===== src/rtl/periph_params.svh =====
/*
 * Peripheral block parameters
 * Bus widths, slot numbers and register offsets shared by the
 * address decoder, the GPIO block and the PWM byte peripheral.
 */
`ifndef PERIPH_PARAMS_SVH
`define PERIPH_PARAMS_SVH

`define PERI_ADDR_W      11
`define PERI_DATA_W      32
`define PERI_NUM_PINS    8
`define PERI_SIMPLE_BIT  10      // High half of the map holds the byte slots

`define PERI_SLOT_GPIO   4'd1
`define PERI_SLOT_UART   4'd2    // Unpopulated, still the reset source for pins 0/1
`define PERI_SLOT_PWM    4'd5

`define GPIO_OUT_OFS     6'h00
`define GPIO_IN_OFS      6'h04
`define GPIO_AUDIO_OFS   6'h10
`define GPIO_FUNC_OFS    6'h20   // One word per pin from here

`define PWM_DUTY_OFS     4'h0

`endif

===== src/rtl/periph_pkg.sv =====
/*
 * Peripheral block types
 * Core access-size code, the packed bus request, the decoded
 * target and the per-pin output source.
 */
`default_nettype none

`include "periph_params.svh"

package periph_pkg;

    // Core size code, 11 means idle
    typedef enum logic [1:0] {
        SIZE_BYTE = 2'b00,
        SIZE_HALF = 2'b01,
        SIZE_WORD = 2'b10,
        SIZE_NONE = 2'b11
    } access_size_e;

    // One request from the core, as seen by every stage
    typedef struct packed {
        logic [`PERI_ADDR_W-1:0] addr;
        logic [`PERI_DATA_W-1:0] wdata;
        logic                    wr;    // Write active
        logic                    rd;    // Read active
    } periph_bus_t;

    typedef struct packed {
        logic       simple;   // Byte slot when set
        logic [3:0] slot;
        logic [5:0] offset;
    } periph_sel_t;

    // Pin source, same layout as the function-select register
    typedef struct packed {
        logic       simple;
        logic [3:0] slot;
    } pin_func_t;

endpackage

`default_nettype wire


===== src/rtl/periph_top.sv =====
/*
 * Peripheral block top level
 * Packs the core's address, data and strobes into the bus struct,
 * then wires decoder, GPIO, PWM, pin mux and read return together.
 */
`default_nettype none
`timescale 1ns/1ns

`include "periph_params.svh"

module periph_top import periph_pkg::*; (
    input  wire                     clk,
    input  wire                     rst_n,
    input  wire [7:0]               i_ui_in,
    output logic [7:0]              o_uo_out,
    output logic                    o_audio,
    output logic                    o_audio_select,
    input  wire [`PERI_ADDR_W-1:0]  i_addr,
    input  wire [`PERI_DATA_W-1:0]  i_data,
    input  wire [1:0]               i_data_write_n,
    input  wire [1:0]               i_data_read_n,
    output logic [`PERI_DATA_W-1:0] o_data,
    output logic                    o_data_ready,
    input  wire                     i_data_read_complete
);

    access_size_e wr_size;
    access_size_e rd_size;
    periph_bus_t  bus;

    logic                    gpio_wr, pwm_wr;
    logic [5:0]              offset;
    logic [`PERI_DATA_W-1:0] gpio_rdata, rdata;
    logic [7:0]              pwm_rdata, gpio_out, pwm_out;
    pin_func_t [`PERI_NUM_PINS-1:0] pin_func;

    assign wr_size = access_size_e'(i_data_write_n);
    assign rd_size = access_size_e'(i_data_read_n);
    // Size is only used as active or idle
    assign bus = '{addr: i_addr, wdata: i_data,
                   wr: (wr_size != SIZE_NONE), rd: (rd_size != SIZE_NONE)};

    periph_decode u_decode (
        .i_bus(bus), .i_gpio_rdata(gpio_rdata), .i_pwm_rdata(pwm_rdata),
        .o_gpio_wr(gpio_wr), .o_pwm_wr(pwm_wr), .o_offset(offset), .o_rdata(rdata)
    );

    gpio_ctrl u_gpio (
        .clk(clk), .rst_n(rst_n), .i_wr(gpio_wr), .i_offset(offset),
        .i_wdata(bus.wdata[7:0]), .i_ui_in(i_ui_in), .o_rdata(gpio_rdata),
        .o_gpio_out(gpio_out), .o_pin_func(pin_func), .o_audio_select(o_audio_select)
    );

    pwm_byte_periph u_pwm (
        .clk(clk), .rst_n(rst_n), .i_wr(pwm_wr), .i_offset(offset[3:0]),
        .i_wdata(bus.wdata[7:0]), .o_rdata(pwm_rdata), .o_pwm(pwm_out)
    );

    pin_out_mux u_pin_mux (
        .i_pin_func(pin_func), .i_gpio_out(gpio_out), .i_pwm_out(pwm_out),
        .o_uo_out(o_uo_out)
    );

    read_return u_read_return (
        .clk(clk), .rst_n(rst_n), .i_bus(bus), .i_rdata(rdata),
        .i_read_complete(i_data_read_complete), .o_data(o_data),
        .o_data_ready(o_data_ready)
    );

    assign o_audio = pwm_out[7];   // PWM level on the audio pin

endmodule

`default_nettype wire


===== src/rtl/read_return.sv =====
/*
 * Read return register
 * Captures the addressed read data on the first read cycle and holds
 * it until the core signals completion. Ready follows read one cycle
 * later and is immediate for writes.
 */
`default_nettype none
`timescale 1ns/1ns

`include "periph_params.svh"

module read_return import periph_pkg::*; (
    input  wire                     clk,
    input  wire                     rst_n,
    input  periph_bus_t             i_bus,
    input  wire [`PERI_DATA_W-1:0]  i_rdata,
    input  wire                     i_read_complete,
    output logic [`PERI_DATA_W-1:0] o_data,
    output logic                    o_data_ready
);

    logic [`PERI_DATA_W-1:0] data_q;
    logic                    hold_q;
    logic                    ready_q;

    always_ff @(posedge clk) begin
        if (!rst_n) begin
            hold_q  <= 1'b0;
            ready_q <= 1'b0;
        end else begin
            if (i_read_complete) hold_q <= 1'b0;
            if (i_bus.rd && !hold_q) hold_q <= 1'b1;
            ready_q <= i_bus.rd;
        end
    end

    // First read cycle only, later cycles leave the value alone
    always_ff @(posedge clk) begin
        if (i_bus.rd && !hold_q) data_q <= i_rdata;
    end

    assign o_data       = data_q;
    assign o_data_ready = ready_q || i_bus.wr;

    // Completion only ever follows a captured read
    a_complete_after_read: assert property (@(posedge clk) disable iff (!rst_n)
        i_read_complete |-> hold_q)
        else $error("read_return: read-complete without a held read");

endmodule

`default_nettype wire


===== src/rtl/pin_out_mux.sv =====
/*
 * Output pin multiplexer
 * Each pin takes its own bit from the slot named by its function
 * select. Only GPIO and the PWM slot drive anything.
 */
`default_nettype none
`timescale 1ns/1ns

`include "periph_params.svh"

module pin_out_mux import periph_pkg::*; (
    input  pin_func_t [`PERI_NUM_PINS-1:0] i_pin_func,
    input  wire  [7:0]                     i_gpio_out,
    input  wire  [7:0]                     i_pwm_out,
    output logic [7:0]                     o_uo_out
);

    always_comb begin
        for (int i = 0; i < `PERI_NUM_PINS; i++) begin
            o_uo_out[i] = 1'b0;   // Empty slots drive low
            if (i_pin_func[i].simple) begin
                if (i_pin_func[i].slot == `PERI_SLOT_PWM)
                    o_uo_out[i] = i_pwm_out[i];
            end else if (i_pin_func[i].slot == `PERI_SLOT_GPIO) begin
                o_uo_out[i] = i_gpio_out[i];
            end
        end
    end

endmodule

`default_nettype wire


===== src/rtl/pwm_byte_periph.sv =====
/*
 * 8-bit PWM byte peripheral (byte slot 5)
 * Free-running counter compared against a duty register, so each
 * 256-cycle period holds exactly duty high cycles. All output bits
 * carry the same level.
 */
`default_nettype none
`timescale 1ns/1ns

`include "periph_params.svh"

module pwm_byte_periph (
    input  wire        clk,
    input  wire        rst_n,
    input  wire        i_wr,
    input  wire  [3:0] i_offset,
    input  wire  [7:0] i_wdata,
    output logic [7:0] o_rdata,
    output logic [7:0] o_pwm
);

    logic [7:0] cnt_q;
    logic [7:0] duty_q;

    always_ff @(posedge clk) begin
        if (!rst_n) begin
            cnt_q  <= '0;
            duty_q <= '0;
        end else begin
            cnt_q <= cnt_q + 8'd1;   // Wraps every 256 cycles
            if (i_wr && i_offset == `PWM_DUTY_OFS) begin
                duty_q <= i_wdata;
            end
        end
    end

    // Duty 0 never high, no full-on setting
    assign o_pwm = {8{cnt_q < duty_q}};

    always_comb begin
        if (i_offset == `PWM_DUTY_OFS)
            o_rdata = duty_q;
        else
            o_rdata = '0;
    end

endmodule

`default_nettype wire


===== src/rtl/gpio_ctrl.sv =====
/*
 * GPIO register block (full slot 1)
 * Output byte, input readback, eight per-pin function selects and
 * the audio-select register. Writes land on the clock edge, reads
 * are combinational on the offset.
 */
`default_nettype none
`timescale 1ns/1ns

`include "periph_params.svh"

module gpio_ctrl import periph_pkg::*; (
    input  wire                         clk,
    input  wire                         rst_n,
    input  wire                         i_wr,
    input  wire  [5:0]                  i_offset,
    input  wire  [7:0]                  i_wdata,
    input  wire  [7:0]                  i_ui_in,
    output logic [`PERI_DATA_W-1:0]     o_rdata,
    output logic [7:0]                  o_gpio_out,
    output pin_func_t [`PERI_NUM_PINS-1:0] o_pin_func,
    output logic                        o_audio_select
);

    logic [7:0]                      out_q;
    logic [2:0]                      audio_q;
    pin_func_t [`PERI_NUM_PINS-1:0]  func_q;

    logic       func_hit;
    logic [2:0] func_idx;

    // Function selects sit at 0x20 + 4*pin
    assign func_hit = (i_offset & 6'h23) == `GPIO_FUNC_OFS;
    assign func_idx = i_offset[4:2];

    always_ff @(posedge clk) begin
        if (!rst_n) begin
            out_q   <= '0;
            audio_q <= '0;
            for (int i = 0; i < `PERI_NUM_PINS; i++) begin
                func_q[i].simple <= 1'b0;
                func_q[i].slot   <= (i < 2) ? `PERI_SLOT_UART : `PERI_SLOT_GPIO;
            end
        end else if (i_wr) begin
            if (i_offset == `GPIO_OUT_OFS)   out_q   <= i_wdata;
            if (i_offset == `GPIO_AUDIO_OFS) audio_q <= i_wdata[2:0];
            if (func_hit) func_q[func_idx] <= pin_func_t'(i_wdata[4:0]);
        end
    end

    always_comb begin
        if (i_offset == `GPIO_OUT_OFS)
            o_rdata = {24'h0, out_q};
        else if (i_offset == `GPIO_IN_OFS)
            o_rdata = {24'h0, i_ui_in};      // Live pins, not latched
        else if (i_offset == `GPIO_AUDIO_OFS)
            o_rdata = {29'h0, audio_q};
        else if (func_hit)
            o_rdata = {27'h0, func_q[func_idx]};
        else
            o_rdata = '0;
    end

    assign o_gpio_out     = out_q;
    assign o_pin_func     = func_q;
    assign o_audio_select = audio_q[2];

    // Pin routing only moves under a bus write
    a_func_wr_only: assert property (@(posedge clk) disable iff (!rst_n)
        $changed(func_q) |-> $past(i_wr))
        else $error("gpio: function select changed without a write");

endmodule

`default_nettype wire


===== src/rtl/periph_decode.sv =====
/*
 * Peripheral address decoder
 * Splits the address into full or byte slot, slot number and offset,
 * raises the write strobe of the populated target and returns its
 * read data. Empty slots read as zero.
 */
`default_nettype none
`timescale 1ns/1ns

`include "periph_params.svh"

module periph_decode import periph_pkg::*; (
    input  periph_bus_t             i_bus,
    input  wire [`PERI_DATA_W-1:0]  i_gpio_rdata,
    input  wire [7:0]               i_pwm_rdata,
    output logic                    o_gpio_wr,
    output logic                    o_pwm_wr,
    output logic [5:0]              o_offset,
    output logic [`PERI_DATA_W-1:0] o_rdata
);

    periph_sel_t sel;

    always_comb begin
        sel.simple = i_bus.addr[`PERI_SIMPLE_BIT];
        if (sel.simple) begin
            sel.slot   = i_bus.addr[7:4];           // 16-byte slots
            sel.offset = {2'b00, i_bus.addr[3:0]};
        end else begin
            sel.slot   = i_bus.addr[9:6];           // 64-byte slots
            sel.offset = i_bus.addr[5:0];
        end
    end

    assign o_gpio_wr = i_bus.wr && !sel.simple && (sel.slot == `PERI_SLOT_GPIO);
    assign o_pwm_wr  = i_bus.wr && sel.simple && (sel.slot == `PERI_SLOT_PWM);
    assign o_offset  = sel.offset;

    // Read data of the addressed slot, byte slots zero-extended
    always_comb begin
        o_rdata = '0;
        if (sel.simple) begin
            if (sel.slot == `PERI_SLOT_PWM) o_rdata = {24'h0, i_pwm_rdata};
        end else if (sel.slot == `PERI_SLOT_GPIO) begin
            o_rdata = i_gpio_rdata;
        end
    end

endmodule

`default_nettype wire


===== config.mk =====
export PLATFORM = sky130hd
export DESIGN_NAME = periph_top
export DESIGN_NICKNAME = d
export VERILOG_FILES = /design/src/rtl/periph_pkg.sv /design/src/rtl/periph_top.sv /design/src/rtl/read_return.sv /design/src/rtl/pin_out_mux.sv /design/src/rtl/pwm_byte_periph.sv /design/src/rtl/gpio_ctrl.sv /design/src/rtl/periph_decode.sv
export VERILOG_INCLUDE_DIRS = /design/src /design/src/rtl
export SDC_FILE = /design/constraint.sdc
export NUM_CORES = 1
export LEC_CHECK = 0
export ABC_AREA = 0
export BUFFER_PORTS_ARGS = -buffer_cell sky130_fd_sc_hd__clkbuf_2
export CAP_MARGIN = 15
export CORE_MARGIN = 2
export CORE_UTILIZATION = 54
export CTS_CLUSTER_DIAMETER = 40
export CTS_CLUSTER_SIZE = 10
export DETAILED_ROUTE_END_ITERATION = 6
export PLACE_DENSITY = 0.88
export RECOVER_POWER = 25
export SYNTH_ARGS = -nofsm -noshare
export SYNTH_HDL_FRONTEND = slang
export SYNTH_SLANG_ARGS = --single-unit

===== constraint.sdc =====
create_clock -name clk -period 1.8 [get_ports clk]
set_input_delay 0 -clock clk [delete_from_list [all_inputs] [get_ports clk]]
set_output_delay 0 -clock clk [all_outputs]
set_load 0.02 [all_outputs]

==> Implementation_results.wiki, run 1 <==
{| class="wikitable"
! Metric !! Value
|-
| Synth Register Bits || 77
|-
| Initial detailed-routing violation count || 312
|-
| CTS tree || done
|-
| Final worst-path cycle share || 113.2%
|-
| FF/Latch Area || 1630 um^2
|-
| Critical Path Sink Type || output pin
|-
| Critical Path RT || 1.80 ns
|-
| Std cell rows || 32
|-
| Worst hold path class || in -> reg
|-
| Count of H-tree levels built during CTS || 3
|-
| Total number of vias || 3778
|-
| Clock input transition at the sequential cells of the worst setup and hold paths || 0.09 ns
|-
| Critical Path Max Stage Delay || 0.36 ns
|-
| Internal power || 2725 uW
|-
| Startpoint type of the worst setup path || flip-flop
|-
| Final number of setup-violating endpoints || 9
|-
| Setup WS post-layout || -0.2373 ns
|-
| Final Hold Fails || 0
|-
| DR WL met3 || 1060 um
|-
| Sink count of the clock tree || 77
|-
| Layout overhead on the synthesized area || 22.46%
|-
| CORE AREA || 7727 um^2
|-
| Number of filler instances in the final layout || 581
|-
| Cell Chain, Critical Path || inv_1 > ha_1 > a21oi_1 > o21ai_2 > clkbuf_8 > o31ai_4 > clkbuf_8
|-
| Syn. warnings || 0
|-
| Die span in y || 93.29 um
|-
| Vias in the first global route || 3620
|-
| Number of buffer cells added on primary ports || 52
|-
| Library cells used by synthesis || 47
|-
| Clk_skew || 0.01488 ns
|-
| Met1 wire length || 5002 um
|-
| Overall die width || 93.29 um
|-
| Number of cells produced by synthesis || 464
|-
| Utilization after layout || 68.23%
|-
| Total routed wirelength || 11810 um
|-
| Antenna cells || 0
|-
| Initial DRT Pass Iterations || 4
|-
| Global-route wire length before repair || 18370 um
|-
| Async SR Flop Fraction || 0%
|-
| Clock latency on the worst-skew pair || 0.35 ns
|-
| WL met2 || 5438 um
|-
| Routability Congestion || 0.9449
|-
| RSZ-0062 raised after global routing || true
|-
| Status || finished with violations
|-
| Top Metal Used || met4
|-
| Worst setup path class || reg -> out
|-
| Remaining max-slew budget at the tightest pin || 14.07%
|-
| Maximum fanout along the worst path || 5
|-
| Post-route antenna net violation count || 0
|-
| Bufs on Longest Clock Path || 2
|-
| Mean Syn Cell Area || 9.279 um^2
|-
| WL per Instance || 18.31 um
|-
| Clock network fraction of design power || 39.2%
|-
| Part of the power in registers || 47.8%
|-
| Switching power share of the total || 26.14%
|-
| Logic pwr share || 13.0%
|-
| CP max-delay cell || sky130_fd_sc_hd__dfxtp_2
|-
| Layout cells sized above 1 || 22.65%
|-
| Final nets || 604
|-
| Drt via density || 5.857
|-
| Maximum Capacitance Violations || 0
|-
| Arrival time of data at the critical path endpoint || 2.04 ns
|-
| DRC violation count after routing || 0
|-
| Full die area || 8703 um^2
|-
| Number of enable-type register cells in the synthesized netlist || 8
|-
| Number of placed cells counting well taps || 620
|-
| Post-layout instance count excluding filler cells || 645
|-
| Standby leakage power || 0.002243 uW
|-
| Predominant post-synthesis flop cell || sky130_fd_sc_hd__dfxtp_1
|-
| Grt ovf || 0
|-
| Number of antenna violations at the first check in global routing || 0
|-
| Clock period minus final worst setup slack || 2.037 ns
|-
| Final number of max-transition violations || 0
|-
| Power density cells || 699.8 nW/um^2
|-
| Sequential-to-total area share from yosys stat || 37.66%
|-
| Top cell by count, worst path || sky130_fd_sc_hd__clkbuf_8
|-
| Number of top-level design ports || 101
|-
| Placed wire-length estimate || 8058 um
|-
| Slew at the pin with the worst max-slew slack || 1.289 ns
|-
| Total standard cell area after synthesis || 4305 um^2
|-
| Total area of multi-input combinational cells || 2606 um^2
|-
| Total clock buffers created by CTS || 9
|-
| Max Freq || 490.8 MHz
|-
| Total global-route track usage || 27.49%
|-
| Initial Utilization || 55.72%
|-
| CTS root buffer || sky130_fd_sc_hd__clkbuf_8
|-
| Peak supply drop || 0.4612 mV
|-
| Failing checks || setup timing
|-
| Switching power total || 964.4 uW
|-
| Maximum number of pins on one net before global-route repair || 36
|}
power groups by stage:
stage | clock network [uW] | logic (uW) | registers, uW
6_report | 1450 | 480 | 1760
5_1_grt | 1550 | 507 | 1770
4_1_cts | 1450 | 480 | 1760
3_5_place_dp | 0 | 405 | 1800
3_3_place_gp | 0 | 398 | 1800
2_1_floorplan | 0 | 265 | 1820
Yosys cell counts (9+ instances only):
cell type / instances / share of area, %
sky130_fd_sc_hd__dfxtp_1: 69 / 32
sky130_fd_sc_hd__mux2i_1: 63 / 15
sky130_fd_sc_hd__nor2_1: 25 / 2.2
sky130_fd_sc_hd__o31ai_1: 13 / 2.3
sky130_fd_sc_hd__a21boi_0: 9 / 1.6
sky130_fd_sc_hd__clkbuf_1: 16 / 1.4
sky130_fd_sc_hd__buf_4: 24 / 4.2
sky130_fd_sc_hd__nand2_1: 31 / 2.7
sky130_fd_sc_hd__and2_1: 9 / 1.3
sky130_fd_sc_hd__o21ai_0: 10 / 1.2
sky130_fd_sc_hd__nand4_1: 13 / 1.9
sky130_fd_sc_hd__nor2b_1: 56 / 8.1
sky130_fd_sc_hd__nand3_1: 19 / 2.2
per-stage QoR:
stage	cell area [um^2]	hold slack, ns	TNS, ns	total power (uW)	setup slack [ns]
after floorplan	4392	0.1062	0	2083	0.06512
after global placement	4717	0.2062	0	2199	0.02247
after detailed placement	4717	0.2275	0	2207	0.01607
after CTS	5254	0.03003	-1.945	3694	-0.2439
after global routing	5273	0.04856	-2.749	3823	-0.3474
final	5273	0.04151	-1.851	3690	-0.2373
kinds of logic (layout without fill, tap and decap cells):
kind of cell               Yosys count  after routing  synth area share [%]
xor gates and xnor gates             6              6                 1.221
AOI/OAI and AO/OA                   59             59                 9.590
other                                1             24               0.08710
adders and majority gates            8              8                 2.325
and+or+nand+nor                    190            190                 26.07
buffers and inverters               57            113                 7.614
muxes                               66             66                 15.43
DFF                                 77             77                 37.66
worst max-delay path, delay by kind of cell, from the launching register on:
| family | cells | cell delay, ns |
|---|---|---|
| compound gates | 3 | 0.57 |
| buf+inv | 3 | 0.44 |
| flops | 1 | 0.36 |
| fa+ha+maj | 1 | 0.31 |
final timing paths:
| path | start | slack (ns) | to | depth (start not counted) |
|---|---|---|---|---|
| min | i_ui_in[7] | 0.04 | u_read_return.o_data[7]$_DFFE_PP_ | 3 |
| max reg2reg | u_gpio.o_pin_func[21]$_SDFFE_PN0P_ | 0.08 | u_read_return.o_data[1]$_DFFE_PP_ | 6 |
| max | u_pwm.duty_q[5]$_SDFFE_PN0P_ | -0.24 | o_uo_out[3] | 7 |
| min reg2reg | u_pwm.cnt_q[0]$_SDFF_PN0_ | 0.46 | u_pwm.cnt_q[0]$_SDFF_PN0_ | 1 |
sequential cells by signal, summed over array words and instances (netlist names):
signal                 flops
u_gpio.audio_q             3
u_gpio.o_gpio_out          8
u_gpio.o_pin_func         40
u_pwm.cnt_q                8
u_pwm.duty_q               8
u_read_return.hold_q       1
u_read_return.o_data       8
u_read_return.ready_q      1
placed cells by master (no fill, tap or decap), types with 3 or more instances in the layout:
| cell | netlist | routed |
|---|---|---|
| sky130_fd_sc_hd__nand4_1 | 13 | 13 |
| sky130_fd_sc_hd__mux2i_1 | 63 | 63 |
| sky130_fd_sc_hd__and2_1 | 9 | 8 |
| sky130_fd_sc_hd__buf_4 | 24 | 26 |
| sky130_fd_sc_hd__nand3_2 | 6 | 6 |
| sky130_fd_sc_hd__dfxtp_1 | 69 | 62 |
| sky130_fd_sc_hd__conb_1 | 1 | 24 |
| sky130_fd_sc_hd__xnor2_1 | 4 | 4 |
| sky130_fd_sc_hd__o31ai_4 | 0 | 8 |
| sky130_fd_sc_hd__inv_1 | 8 | 7 |
| sky130_fd_sc_hd__a21boi_0 | 9 | 9 |
| sky130_fd_sc_hd__nor2b_1 | 56 | 56 |
| sky130_fd_sc_hd__a21oi_1 | 6 | 4 |
| sky130_fd_sc_hd__nand2_1 | 31 | 30 |
| sky130_fd_sc_hd__nor2_1 | 25 | 24 |
| sky130_fd_sc_hd__nor4_1 | 4 | 4 |
| sky130_fd_sc_hd__dfxtp_2 | 0 | 7 |
| sky130_fd_sc_hd__nand2b_1 | 6 | 6 |
| sky130_fd_sc_hd__clkbuf_2 | 0 | 32 |
| sky130_fd_sc_hd__mux2_2 | 3 | 3 |
| sky130_fd_sc_hd__nand3_1 | 19 | 19 |
| sky130_fd_sc_hd__clkbuf_8 | 0 | 19 |
| sky130_fd_sc_hd__a211oi_1 | 6 | 6 |
| sky130_fd_sc_hd__o31ai_1 | 13 | 5 |
| sky130_fd_sc_hd__ha_1 | 8 | 7 |
| sky130_fd_sc_hd__o21ai_0 | 10 | 8 |
| sky130_fd_sc_hd__and3_1 | 6 | 6 |
| sky130_fd_sc_hd__edfxtp_1 | 8 | 8 |
| sky130_fd_sc_hd__dlygate4sd3_1 | 0 | 6 |
| sky130_fd_sc_hd__a22oi_1 | 4 | 4 |
| sky130_fd_sc_hd__clkbuf_1 | 16 | 14 |
area by class of cell:
cell class | instances | area share, %
Multi-Input combinational cell | 353 | 49.43
Sequential cell | 77 | 30.92
Timing Repair Buffer | 89 | 12.58
Clock buffer | 11 | 2.492
Tap cell | 102 | 2.420
Clock inverter | 5 | 1.590
Inverter | 8 | 0.5695
per-layer routing:
| layer | vias to the layer above | GRT usage, % |
|---|---|---|
| li1 | 1738 | - |
| met1 | 1793 | 35.98 |
| met2 | 220 | 42.87 |
| met3 | 27 | 7.736 |
| met4 | 0 | 11.03 |
| met5 | - | 0 |
timing repair:
item | 4_1_cts | 5_1_grt
setup buffers | 0 | 1
cloned | 1 | 1
hold buffers | 6 | 0
resized for setup | 48 | 14
endpoints found under the setup margin | 9 | 12
pin swaps | 13 | 1
endpoints found under the hold margin | 8 | 0
Note: power is estimated with default switching activity, not from simulation.
==> inputs of run 2 (changes only) <==
--- a/config.mk
+++ b/config.mk
@@ -6,11 +6,12 @@
 export SDC_FILE = /design/constraint.sdc
 export NUM_CORES = 1
 export LEC_CHECK = 0
-export ABC_AREA = 0
+export ABC_AREA = 1
 export BUFFER_PORTS_ARGS = -buffer_cell sky130_fd_sc_hd__clkbuf_2
 export CAP_MARGIN = 15
 export CORE_MARGIN = 2
 export CORE_UTILIZATION = 54
+export CTS_BUF_LIST = sky130_fd_sc_hd__clkbuf_8 sky130_fd_sc_hd__clkbuf_16
 export CTS_CLUSTER_DIAMETER = 40
 export CTS_CLUSTER_SIZE = 10
 export DETAILED_ROUTE_END_ITERATION = 6
==> Implementation_results.wiki, run 2 <==
{| class="wikitable"
! Metric !! Value
|-
| Crit Reg-Reg Startpoint || u_pwm.cnt_q[0]$_SDFF_PN0_
|-
| Grt ovf || 0 (unchanged)
|-
| Antenna cells || 0 (unchanged)
|-
| Drt via density || 5.680 (-3.0%)
|-
| Standby leakage power || 0.002358 uW (+5.1%)
|-
| Final number of setup-violating endpoints || 0 (-9)
|-
| Min-Delay Startpoint || i_ui_in[7]
|-
| Met1 usage in global routing || 38.89% (+2.9 points)
|-
| Sequential-to-total area share from yosys stat || 37.55% (-0.11 points)
|-
| Remaining max-slew budget at the tightest pin || 31.20% (+17 points)
|-
| Met2 track utilization from global routing || 50.30% (+7.4 points)
|-
| Vias in the first global route || 4242 (+17%)
|-
| Compound-cell area share of the yosys netlist || 10.98% (+1.4 points)
|-
| Clock period minus final worst setup slack || 1.771 ns (-0.2666 ns)
|-
| Std cell rows || 32 (unchanged)
|-
| Most numerous cell types in the synthesized netlist || sky130_fd_sc_hd__nand2_1, sky130_fd_sc_hd__nor2_1, sky130_fd_sc_hd__dfxtp_1, sky130_fd_sc_hd__inv_1, sky130_fd_sc_hd__nand3_1
|-
| Die span in y || 93.42 um (+0.14%)
|-
| Clock input transition at the sequential cells of the worst setup and hold paths || 0.08 ns (about the same)
|-
| Global-route wire length before repair || 20750 um (+13%)
|-
| Synth Register Bits || 77 (unchanged)
|-
| Worst hold path class || in -> reg
|-
| Async SR Flop Fraction || 0% (unchanged)
|-
| Area share of the leading cell type in the synthesized netlist || 31.99% (-0.093 points)
|-
| Maximum number of pins on one net before global-route repair || 29 (-19%)
|-
| Initial DRT Pass Iterations || 6 (+2)
|-
| CTS root buffer || sky130_fd_sc_hd__clkbuf_8
|-
| Routability Congestion || 0.9131 (-3.4%)
|-
| Minimum hold slack || 0.04289 ns (+0.001376 ns)
|-
| Arrival time of data at the critical path endpoint || 1.77 ns (-0.27 ns)
|-
| Number of top-level design ports || 101 (unchanged)
|-
| Max Freq || 564.7 MHz (+15%)
|-
| Maximum fanout along the worst path || 8 (+3)
|-
| Final Hold Fails || 0 (unchanged)
|-
| Peak supply drop || 0.5187 mV (+12%)
|-
| Initial Utilization || 55.88% (+0.16 points)
|-
| Bufs on Longest Clock Path || 2 (unchanged)
|-
| Status || complete, no violations
|-
| Final nets || 778 (+29%)
|-
| WL per Instance || 16.30 um (-11%)
|-
| Highest-utilization routing layer at the global route stage || met2
|-
| Worst setup path class || reg -> out
|-
| Overall die width || 93.42 um (+0.14%)
|-
| Simple-gate portion of the synthesized area || 36.92% (+11 points)
|-
| Most common cell after layout, fill and taps aside || sky130_fd_sc_hd__nand2_1
|-
| Cell family contributing the most delay on the critical path || buffers and inverters
|-
| Post-synth top area cell || sky130_fd_sc_hd__dfxtp_1
|-
| Sink count of the clock tree || 77 (unchanged)
|-
| Initial detailed-routing violation count || 597 (+91%)
|-
| Number of enable-type register cells in the synthesized netlist || 8 (unchanged)
|-
| Layout cells sized above 1 || 19.67% (-3.0 points)
|-
| Main area contributors after synthesis || sky130_fd_sc_hd__dfxtp_1, sky130_fd_sc_hd__nand2_1, sky130_fd_sc_hd__nor2_1
|-
| Mean Syn Cell Area || 6.674 um^2 (-28%)
|-
| Synth Area in XOR/XNOR || 0.2028% (-1.0 points)
|-
| RSZ-0062 raised after global routing || true
|-
| Number of buffer cells added on primary ports || 52 (unchanged)
|-
| Critical Path Max Stage Delay || 0.33 ns (-0.03 ns)
|-
| Setup tns final || 0 ns (+1.851 ns)
|-
| Syn. warnings || 0 (unchanged)
|-
| Final number of max-transition violations || 0 (unchanged)
|-
| Critical Path Sink Type || output pin
|-
| Main combinational cell family by area after synthesis || simple AND/OR/NAND/NOR gates
|-
| Most common cell in the netlist || sky130_fd_sc_hd__nand2_1
|-
| R2R Path End || u_pwm.cnt_q[6]$_SDFF_PN0_
|-
| Cell Chain, Critical Path || inv_1 > ha_1 > nand2_2 > nor2_4 > nand2_2 > buf_12 > nand3_2 > o21ai_2 > clkbuf_8
|-
| Total placed instance area || 4667 um^2 (-1.1%)
|-
| Clk_skew || 0.005183 ns (-0.009699 ns)
|-
| Post-Synth Adder-Cell Area || 2.318% (-0.0067 points)
|-
| CTS tree || done
|-
| Number of filler instances in the final layout || 622 (+7.1%)
|-
| Multiplexer share of the synthesized area || 0% (-15 points)
|-
| Startpoint type of the worst setup path || flip-flop
|-
| Predominant post-synthesis flop cell || sky130_fd_sc_hd__dfxtp_1
|-
| R2R Setup Slk || 0.36 ns (+0.28 ns)
|-
| Total clock buffers created by CTS || 9 (unchanged)
|-
| Met3 GRT Util || 5.641% (-2.1 points)
|-
| Total routed wirelength || 13350 um (+13%)
|-
| Layout overhead on the synthesized area || 23.09%
|-
| DRC violation count after routing || 0 (unchanged)
|-
| Total global-route track usage || 30.34% (+2.9 points)
|-
| Library cells used by synthesis || 33 (-30%)
|-
| Final standard cell area without fillers || 5315 um^2 (+0.81%)
|-
| Commonest non-fill, non-tap cells in the layout || sky130_fd_sc_hd__nand2_1, sky130_fd_sc_hd__nor2_1, sky130_fd_sc_hd__dfxtp_1, sky130_fd_sc_hd__inv_1
|-
| Critical Path RT || 1.80 ns (about the same)
|-
| Number of antenna violations at the first check in global routing || 0 (unchanged)
|-
| Full die area || 8727 um^2 (+0.28%)
|-
| CP max-delay cell || sky130_fd_sc_hd__dfxtp_2
|-
| Maximum Capacitance Violations || 0 (unchanged)
|-
| Hold Crit Endpoint || u_read_return.o_data[7]$_DFFE_PP_
|-
| Placed wire-length estimate || 8815 um (+9.4%)
|-
| Number of cells produced by synthesis || 647 (+39%)
|-
| Cells on Worst Hold Path || 5 (+2)
|-
| Cell count of the worst reg-to-reg path || 6 (unchanged)
|-
| Slew at the pin with the worst max-slew slack || 1.031 ns (-0.2581 ns)
|-
| Clock latency on the worst-skew pair || 0.35 ns (about the same)
|-
| Total standard cell area after synthesis || 4318 um^2 (+0.29%)
|-
| Count of H-tree levels built during CTS || 3 (unchanged)
|-
| Power density cells || 717.3 nW/um^2 (+2.5%)
|-
| Post-route antenna net violation count || 0 (unchanged)
|-
| Buffers & Inverters on Critical Path || 3 (unchanged)
|-
| Total number of vias || 4652 (+23%)
|-
| Final worst-path cycle share || 98.38% (-15 points)
|-
| CORE AREA || 7727 um^2 (unchanged)
|-
| Number of flip-flops in the largest register || 40 (unchanged)
|-
| Top cell by count, worst path || sky130_fd_sc_hd__nand2_2
|}
-- run 2: logic make-up (layout without fill, tap and decap cells) --
kind of cell | after synthesis | in the layout
compound gates | 87 | 87
xor+xnor | 1 | 1
fa+ha+maj | 8 | 8
buf+inv | 110 | 157
flops | 77 | 77
other cells | 1 | 24
simple gates | 363 | 363
-- run 2: routing by layer --
metal	up-vias	part of all wire [%]
met1	2071	38
met2	318	47
met5	-	0
met3	68	11
met4	0	4.1
li1	2195	-
-- run 2: worst max path at each step --
stage | startpoint | to | slack (ns) | cells past startpoint
6_report | u_pwm.duty_q[4]$_SDFFE_PN0P_ | o_uo_out[5] | 0.03 | 9
5_1_grt | u_pwm.duty_q[1]$_SDFFE_PN0P_ | o_uo_out[5] | -0.04 | 11
4_1_cts | u_pwm.duty_q[5]$_SDFFE_PN0P_ | o_audio | -0.02 | 8
3_5_place_dp | i_addr[10] | u_gpio.o_pin_func[8]$_SDFFE_PN0P_ | 0.17 | 8
3_3_place_gp | u_pwm.duty_q[1]$_SDFFE_PN0P_ | o_uo_out[1] | 0.23 | 11
2_1_floorplan | u_pwm.duty_q[7]$_SDFFE_PN0P_ | o_audio | 0.13 | 6
-- run 2: stage by stage --
| step | setup slack [ns] | total power (uW) | cells | utilization (%) |
|---|---|---|---|---|
| floorplan | 0.1280 | 2095 | 670 | - |
| global placement | 0.2273 | 2203 | 791 | 60.40 |
| detailed placement | 0.1700 | 2214 | 791 | 60.40 |
| CTS | -0.01706 | 3793 | 819 | 67.78 |
| global route | -0.04402 | 3919 | 819 | 68.78 |
| finish | 0.02924 | 3813 | 819 | 68.78 |
-- run 2: cell type report --
class / count / area [um^2] / share of cell area [%]
Multi-Input combinational cell: 483 / 2491 / 46.87
Sequential cell: 77 / 1635 / 30.77
Timing Repair Buffer: 81 / 596.8 / 11.23
Inverter: 60 / 227.7 / 4.284
Tap cell: 102 / 127.6 / 2.401
Clock buffer: 9 / 123.9 / 2.331
Clock inverter: 7 / 112.6 / 2.119
-- run 2: power by group --
group          switching (uW)  internal [uW]
Sequential               13.6           1750
Clock                     659            917
Combinational             322            147
-- run 2: worst reg2reg max path: cells and delay by family, from the launching register on --
family / cells / cell delay (ns)
DFF: 1 / 0.41
and+or+nand+nor: 3 / 0.39
AOI/OAI and AO/OA: 2 / 0.33
adders and majority gates: 1 / 0.20
-- run 2: repair_timing --
| action | in CTS | in global routing |
|---|---|---|
| pin swaps | 10 | 11 |
| hold endpoints to repair | 10 | 0 |
| gates cloned | 1 | 0 |
| endpoints found under the setup margin | 9 | 9 |
| setup buffers | 4 | 2 |
| hold buffers | 7 | 0 |
| resized for setup | 58 | 35 |
==> inputs of run 3 (changes only) <==
--- a/config.mk
+++ b/config.mk
@@ -6,7 +6,7 @@
 export SDC_FILE = /design/constraint.sdc
 export NUM_CORES = 1
 export LEC_CHECK = 0
-export ABC_AREA = 1
+export ABC_AREA = 0
 export BUFFER_PORTS_ARGS = -buffer_cell sky130_fd_sc_hd__clkbuf_2
 export CAP_MARGIN = 15
 export CORE_MARGIN = 2
==> Implementation_results.wiki, run 3 (synthesis gave the netlist of run 1 again) <==
{| class="wikitable"
! Metric !! Value
|-
| Met3 GRT Util || 7.736% (+2.1 points)
|-
| Layout cells sized above 1 || 22.65% (+3.0 points)
|-
| Vias in the first global route || 3620 (-15%)
|-
| Peak supply drop || 0.4613 mV (-11%)
|-
| Remaining max-slew budget at the tightest pin || 14.89% (-16 points)
|-
| Number of filler instances in the final layout || 581 (-6.6%)
|-
| WL per Instance || 18.30 um (+12%)
|-
| Arrival time of data at the critical path endpoint || 2.06 ns (+0.29 ns)
|-
| Post-placement worst setup slack || 0.01607 ns (-0.1539 ns)
|-
| Post-route antenna net violation count || 0 (unchanged)
|-
| Antenna cells || 0 (unchanged)
|-
| Number of flip-flops in the largest register || 40 (unchanged)
|-
| CORE AREA || 7727 um^2 (unchanged)
|-
| Clock period minus final worst setup slack || 2.060 ns (+0.2894 ns)
|-
| Count of H-tree levels built during CTS || 3 (unchanged)
|-
| Final standard cell area without fillers || 5273 um^2 (-0.80%)
|-
| Clk_skew || 0.01603 ns (+0.01084 ns)
|-
| Critical Path RT || 1.80 ns (about the same)
|-
| DRC violation count after routing || 0 (unchanged)
|-
| Failing checks || setup timing
|-
| R2R Setup Slk || 0.06 ns (-0.30 ns)
|-
| Full die area || 8703 um^2 (-0.28%)
|-
| Total clock buffers created by CTS || 9 (unchanged)
|-
| Max Freq || 485.4 MHz (-14%)
|-
| Die span in y || 93.29 um (-0.14%)
|-
| Commonest non-fill, non-tap cells in the layout || sky130_fd_sc_hd__mux2i_1, sky130_fd_sc_hd__dfxtp_1, sky130_fd_sc_hd__nor2b_1, sky130_fd_sc_hd__clkbuf_2, sky130_fd_sc_hd__nand2_1
|-
| Overall die width || 93.29 um (-0.14%)
|-
| Total placed instance area || 4717 um^2 (+1.1%)
|-
| Total global-route track usage || 27.49% (-2.9 points)
|-
| Met1 usage in global routing || 35.98% (-2.9 points)
|-
| Placed wire-length estimate || 8058 um (-8.6%)
|-
| Highest-utilization routing layer at the global route stage || met2
|-
| Worst hold path class || in -> reg
|-
| Cell count of the worst reg-to-reg path || 6 (unchanged)
|-
| Number of buffer cells added on primary ports || 52 (unchanged)
|-
| R2R Path End || u_read_return.o_data[1]$_DFFE_PP_
|-
| Worst setup path class || reg -> out
|-
| Final Hold Fails || 0 (unchanged)
|-
| Slew at the pin with the worst max-slew slack || 1.277 ns (+0.2459 ns)
|-
| Initial detailed-routing violation count || 312 (-48%)
|-
| Startpoint type of the worst setup path || flip-flop
|-
| Initial DRT Pass Iterations || 5 (-1)
|-
| RSZ-0062 raised after global routing || true
|-
| Number of antenna violations at the first check in global routing || 0 (unchanged)
|-
| Initial Utilization || 55.72% (-0.16 points)
|-
| Maximum fanout along the worst path || 5 (-3)
|-
| Drt via density || 5.884 (+3.6%)
|-
| Setup WS post-layout || -0.2602 ns (-0.2894 ns)
|-
| Total number of vias || 3795 (-18%)
|-
| Status || finished with violations
|-
| Critical path capture point || o_uo_out[0]
|-
| Power density cells || 698.5 nW/um^2 (-2.6%)
|-
| Routability Congestion || 0.9449 (+3.5%)
|-
| Number of top-level design ports || 101 (unchanged)
|-
| Power Total || 3683 uW (-3.4%)
|-
| Final nets || 604 (-22%)
|-
| Layout overhead on the synthesized area || 22.46%
|-
| Maximum Capacitance Violations || 0 (unchanged)
|-
| Total routed wirelength || 11810 um (-12%)
|-
| Grt ovf || 0 (unchanged)
|-
| Std cell rows || 32 (unchanged)
|-
| Most common cell after layout, fill and taps aside || sky130_fd_sc_hd__mux2i_1
|-
| CTS tree || done
|-
| Final number of setup-violating endpoints || 9 (+9)
|-
| Clock latency on the worst-skew pair || 0.36 ns (about the same)
|-
| Maximum number of pins on one net before global-route repair || 36 (+24%)
|-
| Timing startpoint of the critical path || u_pwm.duty_q[5]$_SDFFE_PN0P_
|-
| Bufs on Longest Clock Path || 2 (unchanged)
|-
| Met2 track utilization from global routing || 42.87% (-7.4 points)
|-
| Sink count of the clock tree || 77 (unchanged)
|-
| Crit Reg-Reg Startpoint || u_gpio.o_pin_func[21]$_SDFFE_PN0P_
|-
| Final number of max-transition violations || 0 (unchanged)
|-
| Final worst-path cycle share || 114.5% (+16 points)
|-
| CTS root buffer || sky130_fd_sc_hd__clkbuf_8
|-
| Critical Path Sink Type || output pin
|-
| Global-route wire length before repair || 18370 um (-11%)
|-
| Standby leakage power || 0.002252 uW (-4.5%)
|-
| Clock input transition at the sequential cells of the worst setup and hold paths || 0.09 ns (about the same)
|}
==> run 3: through the flow <==
stage	TNS [ns]	hold slack (ns)	utilization (%)	std cells
final	-1.915	0.03934	68.23	645
after global routing	-2.749	0.04856	68.23	645
after CTS	-1.945	0.03003	67.99	643
after detailed placement	0	0.2275	61.04	620
after global placement	0	0.2062	61.04	620
after floorplan	0	0.1062	-	487
==> run 3: repair_timing <==
item | 4_1_cts | 5_1_grt
hold endpoints to repair | 8 | 0
pin swaps | 13 | 1
setup endpoints to repair | 9 | 12
hold buffers | 6 | 0
gates cloned | 1 | 1
buffers inserted | 0 | 1
resized for setup | 48 | 14
==> run 3: metal layers <==
layer	share of wire (%)	routed length (um)
met1	42	5012
met2	46	5407
met3	9.0	1064
met4	2.7	320
met5	0	0
==> run 3: power breakdown <==
| part | leakage, uW | switching, uW | internal [uW] |
|---|---|---|---|
| clock network | 0.000108 | 663 | 776 |
| registers | 0.000644 | 10.4 | 1750 |
| logic | 0.00150 | 295 | 185 |
==> run 3: worst min path at each step <==
stage,from,to,slack [ns],cells past startpoint
floorplan,i_data_read_n[1],u_read_return.ready_q$_SDFF_PN0_,0.11,1
CTS,i_ui_in[7],u_read_return.o_data[7]$_DFFE_PP_,0.03,3
global route,i_ui_in[5],u_read_return.o_data[5]$_DFFE_PP_,0.05,3
finish,i_ui_in[7],u_read_return.o_data[7]$_DFFE_PP_,0.04,3
detailed placement,i_data_read_n[0],u_read_return.ready_q$_SDFF_PN0_,0.23,2
global placement,i_data_read_n[1],u_read_return.ready_q$_SDFF_PN0_,0.21,2
==> run 3: area by class of cell <==
class	instances	area, um^2	share of cell area, %
clock buffers	9	123.9	2.349
clock inverters	7	91.34	1.732
inverters	8	30.03	0.5695
multi-input cells	353	2606	49.43
flip-flops and latches	77	1630	30.92
well taps	102	127.6	2.420
repair buffers	89	663.1	12.58
==> run 3: critical path, cell delays in order (launching register included) <==
cell and delay, ns:
sky130_fd_sc_hd__dfxtp_2 0.36, sky130_fd_sc_hd__inv_1 0.05, sky130_fd_sc_hd__ha_1 0.31, sky130_fd_sc_hd__a21oi_1 0.20, sky130_fd_sc_hd__o21ai_2 0.11, sky130_fd_sc_hd__clkbuf_8 0.20, sky130_fd_sc_hd__o31ai_4 0.28, sky130_fd_sc_hd__clkbuf_8 0.20
